$ cat src/debug_pkg.sv
// Shared character type, channel number, report characters and FSM state encodings
package debug_pkg;

  // One ASCII character on the way to the serial line
  typedef logic [7:0] ascii_t;

  // Probe channel number, two channels
  typedef logic [0:0] channel_t;

  // Separator after the channel digit of a normal report
  localparam ascii_t CHR_SEP = 8'h3A;
  // Separator when the report replaced an earlier, unsent value
  localparam ascii_t CHR_OVR = 8'h21;
  // Line feed closing each report
  localparam ascii_t CHR_EOL = 8'h0A;

  // Line formatter sequence
  typedef enum logic [1:0] {
    FMT_IDLE,
    FMT_CONVERT,
    FMT_SEND,
    FMT_WAIT
  } fmt_state_t;

  // Transmitter frame phases
  typedef enum logic [1:0] {
    TX_IDLE,
    TX_START,
    TX_DATA,
    TX_STOP
  } tx_state_t;

endpackage

$ cat src/msg_if.sv
// Request path from one probe channel to the arbiter, instantiated once per channel
`timescale 1ns/1ps

interface msg_if #(
  parameter int VALUE_BITS = 32
);

  // Report pending, held until granted
  logic                  req;
  // Captured probe value, stable while req is high
  logic [VALUE_BITS-1:0] value;
  // An earlier value was replaced before its report went out
  logic                  overrun;
  // Arbiter takes the report in this cycle
  logic                  grant;

  // Probe side owns the request and its content
  modport probe (output req, output value, output overrun, input grant);

  // Arbiter side only answers with the grant
  modport arbiter (input req, input value, input overrun, output grant);

endinterface

$ cat src/bits_to_hex.sv
// Registered binary to ASCII hex converter, one output byte per nibble of the input
`timescale 1ns/1ps

module bits_to_hex #(
  parameter int VALUE_BITS = 32
) (
  input  logic                                          clk_i,
  input  logic                                          reset_i,
  input  logic                [VALUE_BITS-1:0]          bits_i,
  output debug_pkg::ascii_t   [(VALUE_BITS+3)/4-1:0]    ascii_o
);

  // Ceiling of VALUE_BITS / 4
  localparam int N_DIGITS = (VALUE_BITS + 3) / 4;
  // Input widened to whole nibbles
  localparam int PAD_BITS = 4 * N_DIGITS;

  logic [PAD_BITS-1:0] padded;

  // Partial top nibble gets zeros above the input MSB
  assign padded = PAD_BITS'(bits_i);

  // 0-9 map from "0", 10-15 map from "A"
  function automatic debug_pkg::ascii_t nibble_to_ascii(input logic [3:0] nib);
    if (nib < 4'd10) begin
      return 8'h30 + {4'h0, nib};
    end else begin
      // "A" minus ten
      return 8'h37 + {4'h0, nib};
    end
  endfunction

  // Digit i holds nibble i, so the least significant digit sits in byte 0
  always_ff @(posedge clk_i or posedge reset_i) begin
    if (reset_i) begin
      ascii_o <= '0;
    end else begin
      for (int i = 0; i < N_DIGITS; i++) begin
        ascii_o[i] <= nibble_to_ascii(padded[4*i +: 4]);
      end
    end
  end

endmodule

$ cat src/debug_hex_top.sv
// Debug reporter top level, two probe channels printed as hex text lines on one UART line
`timescale 1ns/1ps

module debug_hex_top #(
  parameter int VALUE_BITS   = 32,
  parameter int CLKS_PER_BIT = 868
) (
  input  logic                  clk_i,
  input  logic                  reset_i,
  input  logic                  strobe0_i,
  input  logic [VALUE_BITS-1:0] value0_i,
  input  logic                  strobe1_i,
  input  logic [VALUE_BITS-1:0] value1_i,
  output logic                  tx_o,
  output logic                  idle_o
);

  msg_if #(.VALUE_BITS(VALUE_BITS)) msg0 ();
  msg_if #(.VALUE_BITS(VALUE_BITS)) msg1 ();

  logic                  start;
  debug_pkg::channel_t   channel;
  logic [VALUE_BITS-1:0] value;
  logic                  overrun;
  logic                  fmt_busy;
  logic                  send;
  debug_pkg::ascii_t     char_q;
  logic                  tx_busy;

  probe_port #(.VALUE_BITS(VALUE_BITS)) u_probe0 (
    .clk_i(clk_i), .reset_i(reset_i), .strobe_i(strobe0_i), .value_i(value0_i), .msg(msg0.probe)
  );

  probe_port #(.VALUE_BITS(VALUE_BITS)) u_probe1 (
    .clk_i(clk_i), .reset_i(reset_i), .strobe_i(strobe1_i), .value_i(value1_i), .msg(msg1.probe)
  );

  msg_arbiter #(.VALUE_BITS(VALUE_BITS)) u_msg_arbiter (
    .clk_i(clk_i), .reset_i(reset_i), .msg0(msg0.arbiter), .msg1(msg1.arbiter),
    .fmt_busy_i(fmt_busy), .start_o(start), .channel_o(channel), .value_o(value),
    .overrun_o(overrun)
  );

  line_formatter #(.VALUE_BITS(VALUE_BITS)) u_line_formatter (
    .clk_i(clk_i), .reset_i(reset_i), .start_i(start), .channel_i(channel), .value_i(value),
    .overrun_i(overrun), .tx_busy_i(tx_busy), .send_o(send), .char_o(char_q), .busy_o(fmt_busy)
  );

  uart_tx #(.CLKS_PER_BIT(CLKS_PER_BIT)) u_uart_tx (
    .clk_i(clk_i), .reset_i(reset_i), .send_i(send), .char_i(char_q), .busy_o(tx_busy),
    .tx_o(tx_o)
  );

  // Nothing waiting at the probes and no line being built
  assign idle_o = !msg0.req && !msg1.req && !fmt_busy;

endmodule

$ cat src/line_formatter.sv
// Builds one report line per start and hands its characters one by one to the UART transmitter
`timescale 1ns/1ps

module line_formatter #(
  parameter int VALUE_BITS = 32
) (
  input  logic                  clk_i,
  input  logic                  reset_i,
  input  logic                  start_i,
  input  debug_pkg::channel_t   channel_i,
  input  logic [VALUE_BITS-1:0] value_i,
  input  logic                  overrun_i,
  input  logic                  tx_busy_i,
  output logic                  send_o,
  output debug_pkg::ascii_t     char_o,
  output logic                  busy_o
);

  localparam int N_DIGITS = (VALUE_BITS + 3) / 4;
  // Channel digit, separator, hex digits, line feed
  localparam int N_CHARS  = N_DIGITS + 3;
  localparam int IDX_W    = $clog2(N_CHARS + 1);

  debug_pkg::fmt_state_t                  state;
  // Number of characters already accepted by the transmitter
  logic [IDX_W-1:0]                       idx;
  debug_pkg::channel_t                    channel_q;
  logic                                   overrun_q;
  logic [VALUE_BITS-1:0]                  value_q;
  debug_pkg::ascii_t     [N_DIGITS-1:0]   digits;

  // Converter sees value_i in the start cycle and the held copy after that
  // so its output is valid one cycle after start and then stays put
  bits_to_hex #(
    .VALUE_BITS(VALUE_BITS)
  ) u_bits_to_hex (
    .clk_i  (clk_i),
    .reset_i(reset_i),
    .bits_i (start_i ? value_i : value_q),
    .ascii_o(digits)
  );

  // Report content held for the whole line
  always_ff @(posedge clk_i) begin
    if (start_i) begin
      value_q   <= value_i;
      channel_q <= channel_i;
      overrun_q <= overrun_i;
    end
  end

  always_ff @(posedge clk_i or posedge reset_i) begin
    if (reset_i) begin
      state <= debug_pkg::FMT_IDLE;
      idx   <= '0;
    end else begin
      case (state)
        debug_pkg::FMT_IDLE: begin
          if (start_i) begin
            state <= debug_pkg::FMT_CONVERT;
            idx   <= '0;
          end
        end
        // Converter output settles here
        debug_pkg::FMT_CONVERT: state <= debug_pkg::FMT_SEND;
        debug_pkg::FMT_SEND: begin
          if (!tx_busy_i) begin
            idx   <= idx + 1'b1;
            state <= debug_pkg::FMT_WAIT;
          end
        end
        // One cycle gap after each send, transmitter busy rises meanwhile
        debug_pkg::FMT_WAIT: begin
          state <= (idx == IDX_W'(N_CHARS)) ? debug_pkg::FMT_IDLE : debug_pkg::FMT_SEND;
        end
        default: state <= debug_pkg::FMT_IDLE;
      endcase
    end
  end

  assign busy_o = (state != debug_pkg::FMT_IDLE);
  assign send_o = (state == debug_pkg::FMT_SEND) && !tx_busy_i;

  // Character for the current position, hex digits go out MSB first
  always_comb begin
    int digit;
    digit = N_DIGITS + 1 - int'(idx);
    if (idx == '0) begin
      char_o = 8'h30 + {7'b0, channel_q};
    end else if (idx == IDX_W'(1)) begin
      char_o = overrun_q ? debug_pkg::CHR_OVR : debug_pkg::CHR_SEP;
    end else if (idx <= IDX_W'(N_DIGITS + 1)) begin
      char_o = digits[digit];
    end else begin
      char_o = debug_pkg::CHR_EOL;
    end
  end

endmodule

$ cat src/msg_arbiter.sv
// Round-robin arbiter that passes one pending probe report at a time to the line formatter
`timescale 1ns/1ps

module msg_arbiter #(
  parameter int VALUE_BITS = 32
) (
  input  logic                  clk_i,
  input  logic                  reset_i,
  msg_if.arbiter                msg0,
  msg_if.arbiter                msg1,
  input  logic                  fmt_busy_i,
  output logic                  start_o,
  output debug_pkg::channel_t   channel_o,
  output logic [VALUE_BITS-1:0] value_o,
  output logic                  overrun_o
);

  // Channel that got the most recent grant
  debug_pkg::channel_t last_served;
  logic                pick1;

  // Channel 1 wins alone, or on a tie when channel 0 went last
  assign pick1 = msg1.req && (!msg0.req || !last_served[0]);

  // Start and grant in the same cycle, only while the formatter is free
  assign start_o    = (msg0.req || msg1.req) && !fmt_busy_i;
  assign msg0.grant = start_o && !pick1;
  assign msg1.grant = start_o && pick1;

  // Forward the content of the chosen request with the start strobe
  assign channel_o = pick1;
  assign value_o   = pick1 ? msg1.value : msg0.value;
  assign overrun_o = pick1 ? msg1.overrun : msg0.overrun;

  // Channel 1 counts as served first, so channel 0 wins the first tie
  always_ff @(posedge clk_i or posedge reset_i) begin
    if (reset_i) begin
      last_served <= 1'b1;
    end else if (start_o) begin
      last_served <= pick1;
    end
  end

endmodule

$ cat src/probe_port.sv
// Probe channel front end, captures a strobed value and holds the report request until granted
`timescale 1ns/1ps

module probe_port #(
  parameter int VALUE_BITS = 32
) (
  input  logic                  clk_i,
  input  logic                  reset_i,
  input  logic                  strobe_i,
  input  logic [VALUE_BITS-1:0] value_i,
  msg_if.probe                  msg
);

  // Request and overrun flag are control state
  always_ff @(posedge clk_i or posedge reset_i) begin
    if (reset_i) begin
      msg.req     <= 1'b0;
      msg.overrun <= 1'b0;
    end else if (strobe_i) begin
      // New value always raises req
      msg.req     <= 1'b1;
      // Replacing a value that was never granted loses a report
      // A strobe in the grant cycle starts a fresh request
      msg.overrun <= msg.req && !msg.grant;
    end else if (msg.grant) begin
      msg.req     <= 1'b0;
      msg.overrun <= 1'b0;
    end
  end

  // Latest strobed value wins
  always_ff @(posedge clk_i) begin
    if (strobe_i) begin
      msg.value <= value_i;
    end
  end

endmodule

$ cat src/uart_tx.sv
// 8N1 UART transmitter, sends one character frame per send strobe
`timescale 1ns/1ps

module uart_tx #(
  parameter int CLKS_PER_BIT = 868
) (
  input  logic              clk_i,
  input  logic              reset_i,
  input  logic              send_i,
  input  debug_pkg::ascii_t char_i,
  output logic              busy_o,
  output logic              tx_o
);

  localparam int CNT_W = (CLKS_PER_BIT > 1) ? $clog2(CLKS_PER_BIT) : 1;

  debug_pkg::tx_state_t state;
  logic [CNT_W-1:0]     cnt;
  logic [2:0]           bit_idx;
  debug_pkg::ascii_t    shift;
  logic                 bit_end;

  // Last cycle of the current bit period
  assign bit_end = (cnt == CNT_W'(CLKS_PER_BIT - 1));

  always_ff @(posedge clk_i or posedge reset_i) begin
    if (reset_i) begin
      state   <= debug_pkg::TX_IDLE;
      cnt     <= '0;
      bit_idx <= '0;
    end else begin
      cnt <= bit_end ? '0 : cnt + 1'b1;
      case (state)
        debug_pkg::TX_IDLE: begin
          // Bit timing restarts with every frame
          cnt     <= '0;
          bit_idx <= '0;
          if (send_i) state <= debug_pkg::TX_START;
        end
        debug_pkg::TX_START: if (bit_end) state <= debug_pkg::TX_DATA;
        debug_pkg::TX_DATA: begin
          if (bit_end) begin
            bit_idx <= bit_idx + 1'b1;
            if (bit_idx == 3'd7) state <= debug_pkg::TX_STOP;
          end
        end
        debug_pkg::TX_STOP: if (bit_end) state <= debug_pkg::TX_IDLE;
        default: state <= debug_pkg::TX_IDLE;
      endcase
    end
  end

  // LSB first, shifted out at the end of each data bit
  always_ff @(posedge clk_i) begin
    if (state == debug_pkg::TX_IDLE && send_i) begin
      shift <= char_i;
    end else if (state == debug_pkg::TX_DATA && bit_end) begin
      shift <= shift >> 1;
    end
  end

  assign busy_o = (state != debug_pkg::TX_IDLE);

  // Line idles high, start bit low, stop bit high
  always_comb begin
    case (state)
      debug_pkg::TX_START: tx_o = 1'b0;
      debug_pkg::TX_DATA:  tx_o = shift[0];
      default:             tx_o = 1'b1;
    endcase
  end

endmodule

$ cat config.mk
export PLATFORM = sky130hd
export DESIGN_NAME = debug_hex_top
export DESIGN_NICKNAME = d
export VERILOG_FILES = /design/src/debug_pkg.sv /design/src/msg_if.sv /design/src/bits_to_hex.sv /design/src/debug_hex_top.sv /design/src/line_formatter.sv /design/src/msg_arbiter.sv /design/src/probe_port.sv /design/src/uart_tx.sv
export SDC_FILE = /design/constraint.sdc
export NUM_CORES = 1
export LEC_CHECK = 0
export BUFFER_PORTS_ARGS = -buffer_cell sky130_fd_sc_hd__buf_2
export CAP_MARGIN = 30
export CORE_MARGIN = 8
export CORE_UTILIZATION = 40
export DETAILED_ROUTE_END_ITERATION = 10
export GPL_TIMING_DRIVEN = 0
export SYNTH_ARGS = -nofsm -noshare
export SYNTH_HDL_FRONTEND = slang
export SYNTH_HIERARCHICAL = 1
export SYNTH_SLANG_ARGS = --single-unit
export TNS_END_PERCENT = 100
$ cat constraint.sdc
create_clock -name clk_i -period 3.93 [get_ports clk_i]
set_clock_uncertainty 0.2 [all_clocks]
set_input_delay 0.393 -clock clk_i [delete_from_list [all_inputs] [get_ports clk_i]]
set_output_delay 0.393 -clock clk_i [all_outputs]
set_load 0.01 [all_outputs]
After elaboration in Yosys (flattened, before gate mapping). Cells that the tools add are included.

Input port bits: 68. Flip-flop bits (word level): 196.

Reductions and logical operators: 35. Equality and inequality tests: 17. Add/subtract/negate cells: 21. $lt $le $gt $ge: 10. Muxes and demuxes: 44.

Operators by type and width (number): $add 6x4->7 const A (16); $mux 32 (2); $mux 7 (8); $mux 8 (7); $lt 32x5->1 const B (1); $lt 4x4->1 const B (8); $bmux 8 s3 (1); $mux 10 (2); $mux 2 (8); $pmux 2 s4 (2); $reduce_bool 2->1 (7); $ne 2x1->1 const B (6); $logic_and 1x1->1 (11); $add 10x1->10 const B (1); $eq 10x10->1 const B (1); $eq 2x2->1 const B (4); $logic_not 1->1 (8); $mux 4 (2); $pmux 4 s2 (1); $add 6x1->7 const A (1); $mux 1 (7); $pmux 3 s2 (1); $mux 5 (1); $reduce_and 5->1 (1); other kinds (16) (20).

Logic depth before layout (Yosys ltp). Gate-level depths: netlist (run 1).

Word-level depth: 8. Gate-level depth with buffers: 10. Gate-level depth less buffers: 8.

Cells and area by module. Netlist (run 1), hierarchy kept.

Modules (own cells, without submodules): bits_to_hex (times used 1, area an instance 2220.9 µm², cells an instance 185); probe_port (times used 2, area an instance 1041.0 µm², cells an instance 39); line_formatter (times used 1, area an instance 2070.7 µm², cells an instance 173); uart_tx (times used 1, area an instance 1183.6 µm², cells an instance 99); msg_arbiter (times used 1, area an instance 506.7 µm², cells an instance 47); debug_hex_top (times used 1, area an instance 10.0 µm², cells an instance 1).

Worst setup path after synthesis (run 1). No wires, ideal clock.

Path type: flip-flop to flip-flop. Start: register u_line_formatter.state[0]. End: register u_line_formatter/u_bits_to_hex/ascii_o[46] (netlist name). Stages on the path, launching flop included: 11. Period minus slack after synthesis: 2.679 ns. Data arrival time: 2.361 ns. Path slack: 1.251 ns. Setup time: 0.119 ns. Path buffers: 2. Path through: dfrtp_1 -> nor2_1 -> inv_1 -> nor2_1 -> clkbuf_1 -> buf_2 -> mux2_2 -> inv_1 -> ha_1 -> and2b_1 -> o21a_1.

Word-level cells in the longest chain between the ends: 6. Elaborated cells on any way between the ends: 8.

Ends and longest elaborated chain: start, declared (RTL line line_formatter.sv:24) `debug_pkg::fmt_state_t state;`; start signal, assigned (RTL line line_formatter.sv:54) `state <= debug_pkg::FMT_IDLE;`; start signal, assigned (RTL line line_formatter.sv:60) `state <= debug_pkg::FMT_CONVERT;`; start signal, assigned (RTL line line_formatter.sv:65) `debug_pkg::FMT_CONVERT: state <= debug_pkg::FMT_SEND;`; $reduce_bool 2->1 * (RTL line line_formatter.sv:81) `assign busy_o = (state != debug_pkg::FMT_IDLE);`; net fmt_busy (RTL line debug_hex_top.sv:25) `logic fmt_busy;`; $logic_not 1->1 * (RTL line msg_arbiter.sv:26) `assign start_o = (msg0.req || msg1.req) && !fmt_busy_i;`; $logic_and 1x1->1 * (RTL line msg_arbiter.sv:26); net start (RTL line debug_hex_top.sv:21) `logic start;`; $mux 32 * (RTL line line_formatter.sv:39) `.bits_i (start_i ? value_i : value_q),`; $add 6x4->7 (tied with other cells) (RTL line bits_to_hex.sv:29) `return 8'h37 + {4'h0, nib};`; $mux 7 * (RTL line bits_to_hex.sv:25) `if (nib < 4'd10) begin`; end signal, assigned by index (RTL line bits_to_hex.sv:39) `ascii_o[i] <= nibble_to_ascii(padded[4*i +: 4]);`; end, declared (RTL line bits_to_hex.sv:10) `output debug_pkg::ascii_t [(VALUE_BITS+3)/4-1:0] ascii_o`.

Mark *: on every way through the listed nets, which the timed path passes. The rest lies on a longest branch. A chain may end at the register's enable or synchronous reset.

Final worst setup path (run 1).
Start: register u_line_formatter.state[0]. End: register u_line_formatter/u_bits_to_hex/ascii_o[22] (netlist name).

The elaborated chain is that of the path after synthesis.

==> results.txt, run 1 <==
- The run finished with clean final reports.
- Excluding fillers, the count of instances in the completed layout stands at 1,027.
- The number of antenna violations at the first check in global routing is 0.
* Worst-Skew Late Latency: 0.44 ns
* Number of buffers added on ports: 69
* Share of the cycle needed by the critical path after routing: 87.29%
- After synthesis, the mean cell area works out to 13.85 um2.
- Once the floorplan was initialized, standard cells occupied 40.29% of the core.
- Post-CTS repair changed the size of 0 cells.
- Global routing used between 10% and 20% of the available tracks across all layers.
* CTS tree: built
- Crit Path Max Fanout: 10
- Fraction of layout cells with a size suffix above 1: 30.12%
- FMAX: around 290 MHz
- Data required time of the worst path: roughly 4.1 ns
- Placeable core region: 20,040 um2
* Hold Crit Class: in2async
- Post-route setup TNS: 0 ns
- Number of optimization iterations in the first detailed-route pass: 4
* Hpwl dp: ~11 mm
* Remaining antenna violation count after routing: 0
- Num rows: 52
- Clock edge transition at the registers on the reported setup and hold paths: 0.07 ns
- Final nets: 832
* Critical Path Sink Type: flip-flop
* Number of pins exceeding their max-slew limit in the final report: 0
- Vias after detailed routing: a little under 5,000
* Leakage: roughly 4.2 nW
* Clk root buf: clkbuf_16
* Async S/R FF share, synth: between 40% and 50%
* Drt total wl: roughly 16 mm
- The via count of the first global-routing pass is 5,432.
* Max Root-Sink Buffers: 2
- Measured against its own limit, the worst slew margin works out to 35.36%.
- Avg WL per Cell: 15.61 um
- Predominant post-synthesis flop cell: dfrtp_1
* Max capacitance violation total: 0
- Hold Vio Cnt, Final: 0
- Using the TritonRoute via totals, the vias-per-cell ratio works out to approximately 4.7.
* Standard cell with the maximum stage delay on the critical path: clkbuf_1
- Final setup fails: 0
* CP startpoint kind: flip-flop
* DP Cell Count: 930
- For this run, design rule violations remaining after detail routing come to 0.
- For this design, the CTS-stage hold fixing added 65 buffers.
- The critical path contains buffers and inverters numbering 4 combined.
- Netlist Area Pre-Place: 8074 um2
* Setup repair after global routing missed its margin: no
- H-tree Lvls: 4
* Chip Height: 158.1 um
- Hold_ws: 0.2397 ns
- Number of register bits inferred by synthesis: 188
- The number of antenna diodes in the final layout is 0.
- The congestion estimate from routability-driven global placement came to 0.8039.
- The completed layout was analyzed and its total power is 7.363 mW.
- Once layout is complete, the utilization of the core stands at approximately 50%.
- Number of CTS-inserted buffers: 17
- Worst Setup Path Type: reg2reg
- 70 I/O pins were placed.
- Peak VDD IR: 0.3731 mV
- Crit path arrival time: 3.55 ns
- Power density over the cells: between 700 and 800 nW/um2
- Largest delay contributor family on the critical path: buffers and inverters
* Die outline width: 158.1 um
- Minimum period implied by the final worst setup slack: between 3 and 4 ns
- Layout-stage area growth over the synthesis result: 24.30%
- Cells after synthesis: 583
- Summed over all layers, the global routing overflow is 0.
- Number of synthesized flops with an enable pin: between 70 and 80
* Maximum number of pins on one net before global-route repair: 45
- Count of cell types in the netlist: 63
- During synthesis, Yosys emitted a total of 6 warnings.
* Slowest stage delay, CP: 0.51 ns
- After the first detailed-routing iteration, the DRC count stood at about 210.
- CTS sink cnt: ~190
- Buffers added to address setup during post-CTS repair amount to 0.
* Worst slew pin tran: 0.9695 ns
- CP cell instances: nor2_1 -> inv_1 -> nor2_1 -> clkbuf_1 -> buf_2 -> mux2_2 -> inv_1 -> ha_1 -> and2b_1 -> o21a_1
- The floorplan step defined a die boundary enclosing ~25,000 um2.
- The first global-routing pass estimated approximately 27 mm of wire.
* Proportion of synthesized chip area in sequential cells: approximately 61%
## cell type report
class                           count  area, um2
Timing Repair Buffer              135       1016
Inverter                           35      131.4
Multi-Input combinational cell    344       2856
Fill cell                        1765      10000
Clock inverter                     15      156.4
Buffer                             23      196.4
Sequential cell                   188       4916
Clock buffer                       17      425.4
Tap cell                          270      337.8
## tightest hold or removal path, cell delays in order
cell and delay, ns:
dlygate4sd3_1 0.53, buf_2 0.17, inv_1 0.10
## synthesized netlist by cell type (9+ instances only)
cell type / instances / area (um2)
a21oi_1: 26 / 130.1
ha_1: 20 / 250.2
mux2_2: 78 / 878.3
buf_4: 10 / 75.07
nor2_1: 29 / 108.9
o21ai_1: 9 / 45.04
mux2i_1: 20 / 200.2
dfxtp_1: 32 / 640.6
nand2_1: 29 / 108.9
xnor2_1: 15 / 131.4
edfxtp_1: 74 / 2222
inv_1: 35 / 131.4
dfrtp_1: 81 / 2027
and2b_1: 9 / 67.56
o21a_1: 9 / 67.56
## power breakdown
part | total, mW | switching [mW] | internal (mW)
combinational | 2.83 | 1.47 | 1.35
clock | 1.66 | 0.809 | 0.847
sequential | 2.88 | 0.227 | 2.65
## cells by family (layout without fill, tap and decap cells)
kind of cell               count (synthesis)  in the layout  share of synthesized area [%]
muxes                                    106            106                          15.45
buffers and inverters                     58            225                          4.060
and+or+nand+nor                          104            104                          6.726
xor gates and xnor gates                  19             19                          2.061
DFF                                      188            188                          60.89
other                                      1              8                        0.04645
adders and majority gates                 20             20                          3.099
AOI/OAI and AO/OA                         87             87                          7.671
## stage by stage
stage               cell area, um2  setup WS [ns]
finish                       10040         0.4995
floorplan                     8100          1.251
CTS                          10040         0.4118
detailed placement            8803         0.4252
global placement              8783         0.5074
global route                 10040         0.2317
## cell usage in the layout, fill, tap and decap left out, types with 4 or more instances in the layout
cell type	count
a21oi_1	26
and2b_1	9
buf_2	74
buf_4	10
buf_6	4
clkbuf_16	17
conb_1	8
dfrtp_1	81
dfxtp_1	32
dlygate4sd3_1	65
edfxtp_1	74
ha_1	20
inv_1	34
inv_6	4
mux2_2	78
mux2i_1	20
mux4_2	4
nand2_1	29
nand2b_1	8
nand3_1	6
nor2_1	29
nor2b_1	4
nor3_1	4
o21a_1	9
o21ai_0	5
o21ai_1	9
o21ai_2	8
o2bb2ai_1	7
xnor2_1	15
xor2_1	4
## layer usage
metal | global-route usage, % | vias up | routed length (um)
li1 | - | 2385 | -
met1 | 16.50 | 2341 | 6869
met2 | 24.81 | 87 | 8361
met3 | 3.194 | 19 | 482
met4 | 5.478 | 0 | 322
met5 | 0 | - | 0
## path summary, 6_finish.rpt
check                      slack (ns)                       from                                    endpoint  cells past startpoint
hold reg to reg                  0.29           u_uart_tx/cnt[0]                            u_uart_tx/cnt[0]                      1
setup reg to reg                 0.50  u_line_formatter/state[0]  u_line_formatter/u_bits_to_hex/ascii_o[22]                     10
setup / recovery                 0.50  u_line_formatter/state[0]  u_line_formatter/u_bits_to_hex/ascii_o[22]                     10
max in group asynchronous        2.69                    reset_i  u_line_formatter/u_bits_to_hex/ascii_o[59]                      4
hold / removal                   0.24                    reset_i                            u_probe1/msg.req                      3
min in group clk_i               0.29           u_uart_tx/cnt[0]                            u_uart_tx/cnt[0]                      1
## sequential cells by signal (all words and copies together) (netlist names), 2 cells and up
name	cells
u_line_formatter/u_bits_to_hex/ascii_o	56
u_line_formatter/value_q	32
u_probe0/msg.value	32
u_probe1/msg.value	32
u_uart_tx/cnt	10
u_uart_tx/shift	8
u_line_formatter/idx	4
u_uart_tx/bit_idx	3
u_line_formatter/state	2
u_uart_tx/state	2
Power figures use the tool's default switching activity.
==> run 2, diff against run 1 <==
--- a/config.mk
+++ b/config.mk
@@ -7,10 +7,13 @@
 export LEC_CHECK = 0
 export BUFFER_PORTS_ARGS = -buffer_cell sky130_fd_sc_hd__buf_2
 export CAP_MARGIN = 30
+export CELL_PAD_IN_SITES_DETAIL_PLACEMENT = 2
+export CELL_PAD_IN_SITES_GLOBAL_PLACEMENT = 2
 export CORE_MARGIN = 8
 export CORE_UTILIZATION = 40
 export DETAILED_ROUTE_END_ITERATION = 10
 export GPL_TIMING_DRIVEN = 0
+export PLACE_DENSITY_LB_ADDON = 0.1
 export SYNTH_ARGS = -nofsm -noshare
 export SYNTH_HDL_FRONTEND = slang
 export SYNTH_HIERARCHICAL = 1
==> run 2 against run 1 <==
Against the previous run:
- global-route usage rose by 2.8 points
- sequential share of layout area increased by 0.086 points
- via count is 4.2% higher
- worst hold slack got worse by 0.021 ns
- utilization fell by 0.087 points
- power grew 3.0%
- maximum frequency shrank 6.5%
- first-iteration DRC count fell by 18%
- critical path depth is the same
- clock-buffer cell count grew 3
==> results.txt, run 2 (synthesized netlist as in run 1, its figures left out) <==
- Commonest cells after routing, fill and taps aside: dfrtp_1 (81), mux2_2 (78), buf_2 (74), edfxtp_1 (74), dlygate4sd3_1 (65) (unchanged)
- Number of optimization iterations in the first detailed-route pass: 6 (was 4)
- CP startpoint kind: flip-flop (unchanged)
* Max Root-Sink Buffers: 2 (unchanged)
* Placeable core region: 20,040 um2 (unchanged)
- The final cycle utilization of the critical path was 93.33% (was 87.29%).
- Layout Utilization: 49.99% (was 50.08%)
* FMAX: 272.6 MHz (was 291.5 MHz)
- Hold Vio Cnt, Final: 0 (unchanged)
- The library cell used as clock root buffer is clkbuf_16 (unchanged).
- Number of buffers added on ports: 69 (unchanged)
- The total congestion overflow after global routing is 0 (unchanged).
* CTS tree: built (unchanged)
* Worst slew pin tran: 0.9241 ns (was 0.9695 ns)
* Vias in the first global route: 5,827 (was 5,432)
- The floorplan die area was 24,990 um2 (unchanged).
- The most frequent standard cell in the layout excluding fill and tap cells was dfrtp_1 (unchanged).
- The data arrival time of the critical path is 3.79 ns (was 3.55 ns).
* Remaining antenna violation count after routing: 0 (unchanged)
* Number of CTS-inserted buffers: 17 (unchanged)
* Clock edge transition at the registers on the reported setup and hold paths: 0.07 ns (about the same)
- The number of gates given a new drive strength after cts was 0 (unchanged).
- Non-Filler Instances: 1,027 (unchanged)
- The number of max-cap violations was 0 (unchanged).
- The HPWL after detailed placement was 12.89 mm (was 10.79 mm).
* Leakage: 4.181 nW (was 4.186 nW)
- The largest fanout of any net on the critical path was 10 (unchanged).
- The final period demand of the worst path came to 3.668 ns (was 3.430 ns).
* I/O pins: 70 (unchanged)
- H-tree Lvls: 4 (unchanged)
- Effective utilization at floorplan: 40.29% (unchanged)
* Chip Height: 158.1 um (unchanged)
- The power density over the cells was 756.9 nW/um2 (was 733.7 nW/um2).
- GPL Wtd Cong: 0.8018 (was 0.8039)
- Final setup fails: 0 (unchanged)
- Post-Place Setup Slack: 0.2257 ns (was 0.4252 ns)
- Starting DRC count in detailed routing: 171 (was 208)
* Hold Crit Class: in2async (unchanged)
- The setup slack of the critical path after layout is 0.2620 ns (was 0.4995 ns).
- The average wire per standard cell was 19.11 um (was 15.61 um).
- Setup repair after global routing missed its margin: no (unchanged)
- Worst Setup Path Type: reg2reg (unchanged)
- The sum of negative setup slack is 0 ns (unchanged).
- Final nets: 832 (unchanged)
* Number of pins exceeding their max-slew limit in the final report: 0 (unchanged)
- The register with the highest flop count was u_line_formatter/u_bits_to_hex/ascii_o (unchanged).
- Layout-stage area growth over the synthesis result: 24.08% (was 24.30%)
* Post-route DRC: 0 (unchanged)
* Max-slew headroom at the worst pin: 38.39% (was 35.36%)
- Global-route wire length before repair: 31.97 mm (was 27.15 mm)
* Maximum number of pins on one net before global-route repair: 45 (unchanged)
- The endpoint class of the critical path is a flip-flop (unchanged).
* Status: finished, final reports clean (unchanged)
- The global routing usage summed across all routing layers came to 16.91% (was 14.13%).
- The TritonCTS sink count came to 188 (unchanged).
- Num rows: 52 (unchanged)
* Peak VDD IR: 0.3138 mV (was 0.3731 mV)
- The x dimension of the die was 158.1 um (unchanged).
* Data required time of the worst path: 4.05 ns (about the same)
* DP Cell Count: 930 (unchanged)
- Via density per instance: 4.904 (was 4.705)
- The later-pin clock latency in the skew report came to 0.44 ns (about the same).
- Antenna violations before repair: 0 (unchanged)
- Drt total wl: 19.62 mm (was 16.04 mm)
- The antenna diode count was 0 (unchanged).
- Vias after detailed routing: 5,036 (was 4,832)
* Fraction of layout cells with a size suffix above 1: 29.72% (was 30.12%)
* Number of flip-flops under the largest register name: 56 (unchanged)
run 2: cell types whose count changed in the layout (fill, tap and decap cells not counted), sizes merged:
cell    change
inv         +3
bufinv      +1
clkbuf      +3
clkinv      -7
run 2: final cells by class:
class / count / area [um2]
fill: 1927 / 10020
sequential: 188 / 4916
multi-input combinational: 344 / 2856
timing repair buffer: 135 / 1016
clock buffer: 20 / 436.7
tap: 270 / 337.8
buffer: 23 / 196.4
inverter: 35 / 131.4
clock inverter: 12 / 127.6
run 2: metrics by stage:
stage          area [um2]  total power, mW  hold slack (ns)
6_report            10020            7.583           0.2188
5_1_grt             10020            8.080           0.2238
4_1_cts             10020            7.662           0.1846
3_5_place_dp         8803            5.863           0.1079
3_3_place_gp         8783            5.693          0.09916
2_1_floorplan        8100            5.025         -0.06582
run 2: path summary, 6_finish.rpt:
check / start / end / slack [ns] / cells past startpoint
max in group asynchronous: reset_i / u_line_formatter/u_bits_to_hex/ascii_o[42] / 2.68 / 4
worst min register to register: u_uart_tx/cnt[0] / u_uart_tx/cnt[0] / 0.30 / 1
min in group clk_i: u_uart_tx/cnt[0] / u_uart_tx/cnt[0] / 0.30 / 1
worst min-delay path: reset_i / u_probe1/msg.req / 0.22 / 3
worst max register to register: u_line_formatter/state[1] / u_line_formatter/u_bits_to_hex/ascii_o[54] / 0.26 / 10
worst max-delay path: u_line_formatter/state[1] / u_line_formatter/u_bits_to_hex/ascii_o[54] / 0.26 / 10
run 2: where the power goes:
group,internal (mW),switching [mW]
logic,1.36,1.63
registers,2.66,0.249
clock network,0.899,0.795
total,4.91,2.67
run 2: layer usage:
| layer | up-vias | global-route usage (%) | wire length (um) |
|---|---|---|---|
| met2 | 64 | 30.14 | 10320 |
| met5 | - | 0 | 0 |
| met1 | 2571 | 19.72 | 8448 |
| li1 | 2385 | - | - |
| met4 | 0 | 5.254 | 266 |
| met3 | 16 | 4.068 | 584 |
run 2: critical path, stage by stage (launching register included):
cell and delay, ns:
dfrtp_1 0.39, nor2_1 0.31, inv_1 0.16, nor2_1 0.33, clkbuf_1 0.57, buf_2 0.45, mux2_2 0.45, inv_1 0.08
ha_1 0.18, and2b_1 0.22, o21a_1 0.20
run 2: repair_timing:
action / CTS / global route
hold buffers: 65 / 0
setup buffers: 0 / 0
hold endpoints to repair: 102 / 0
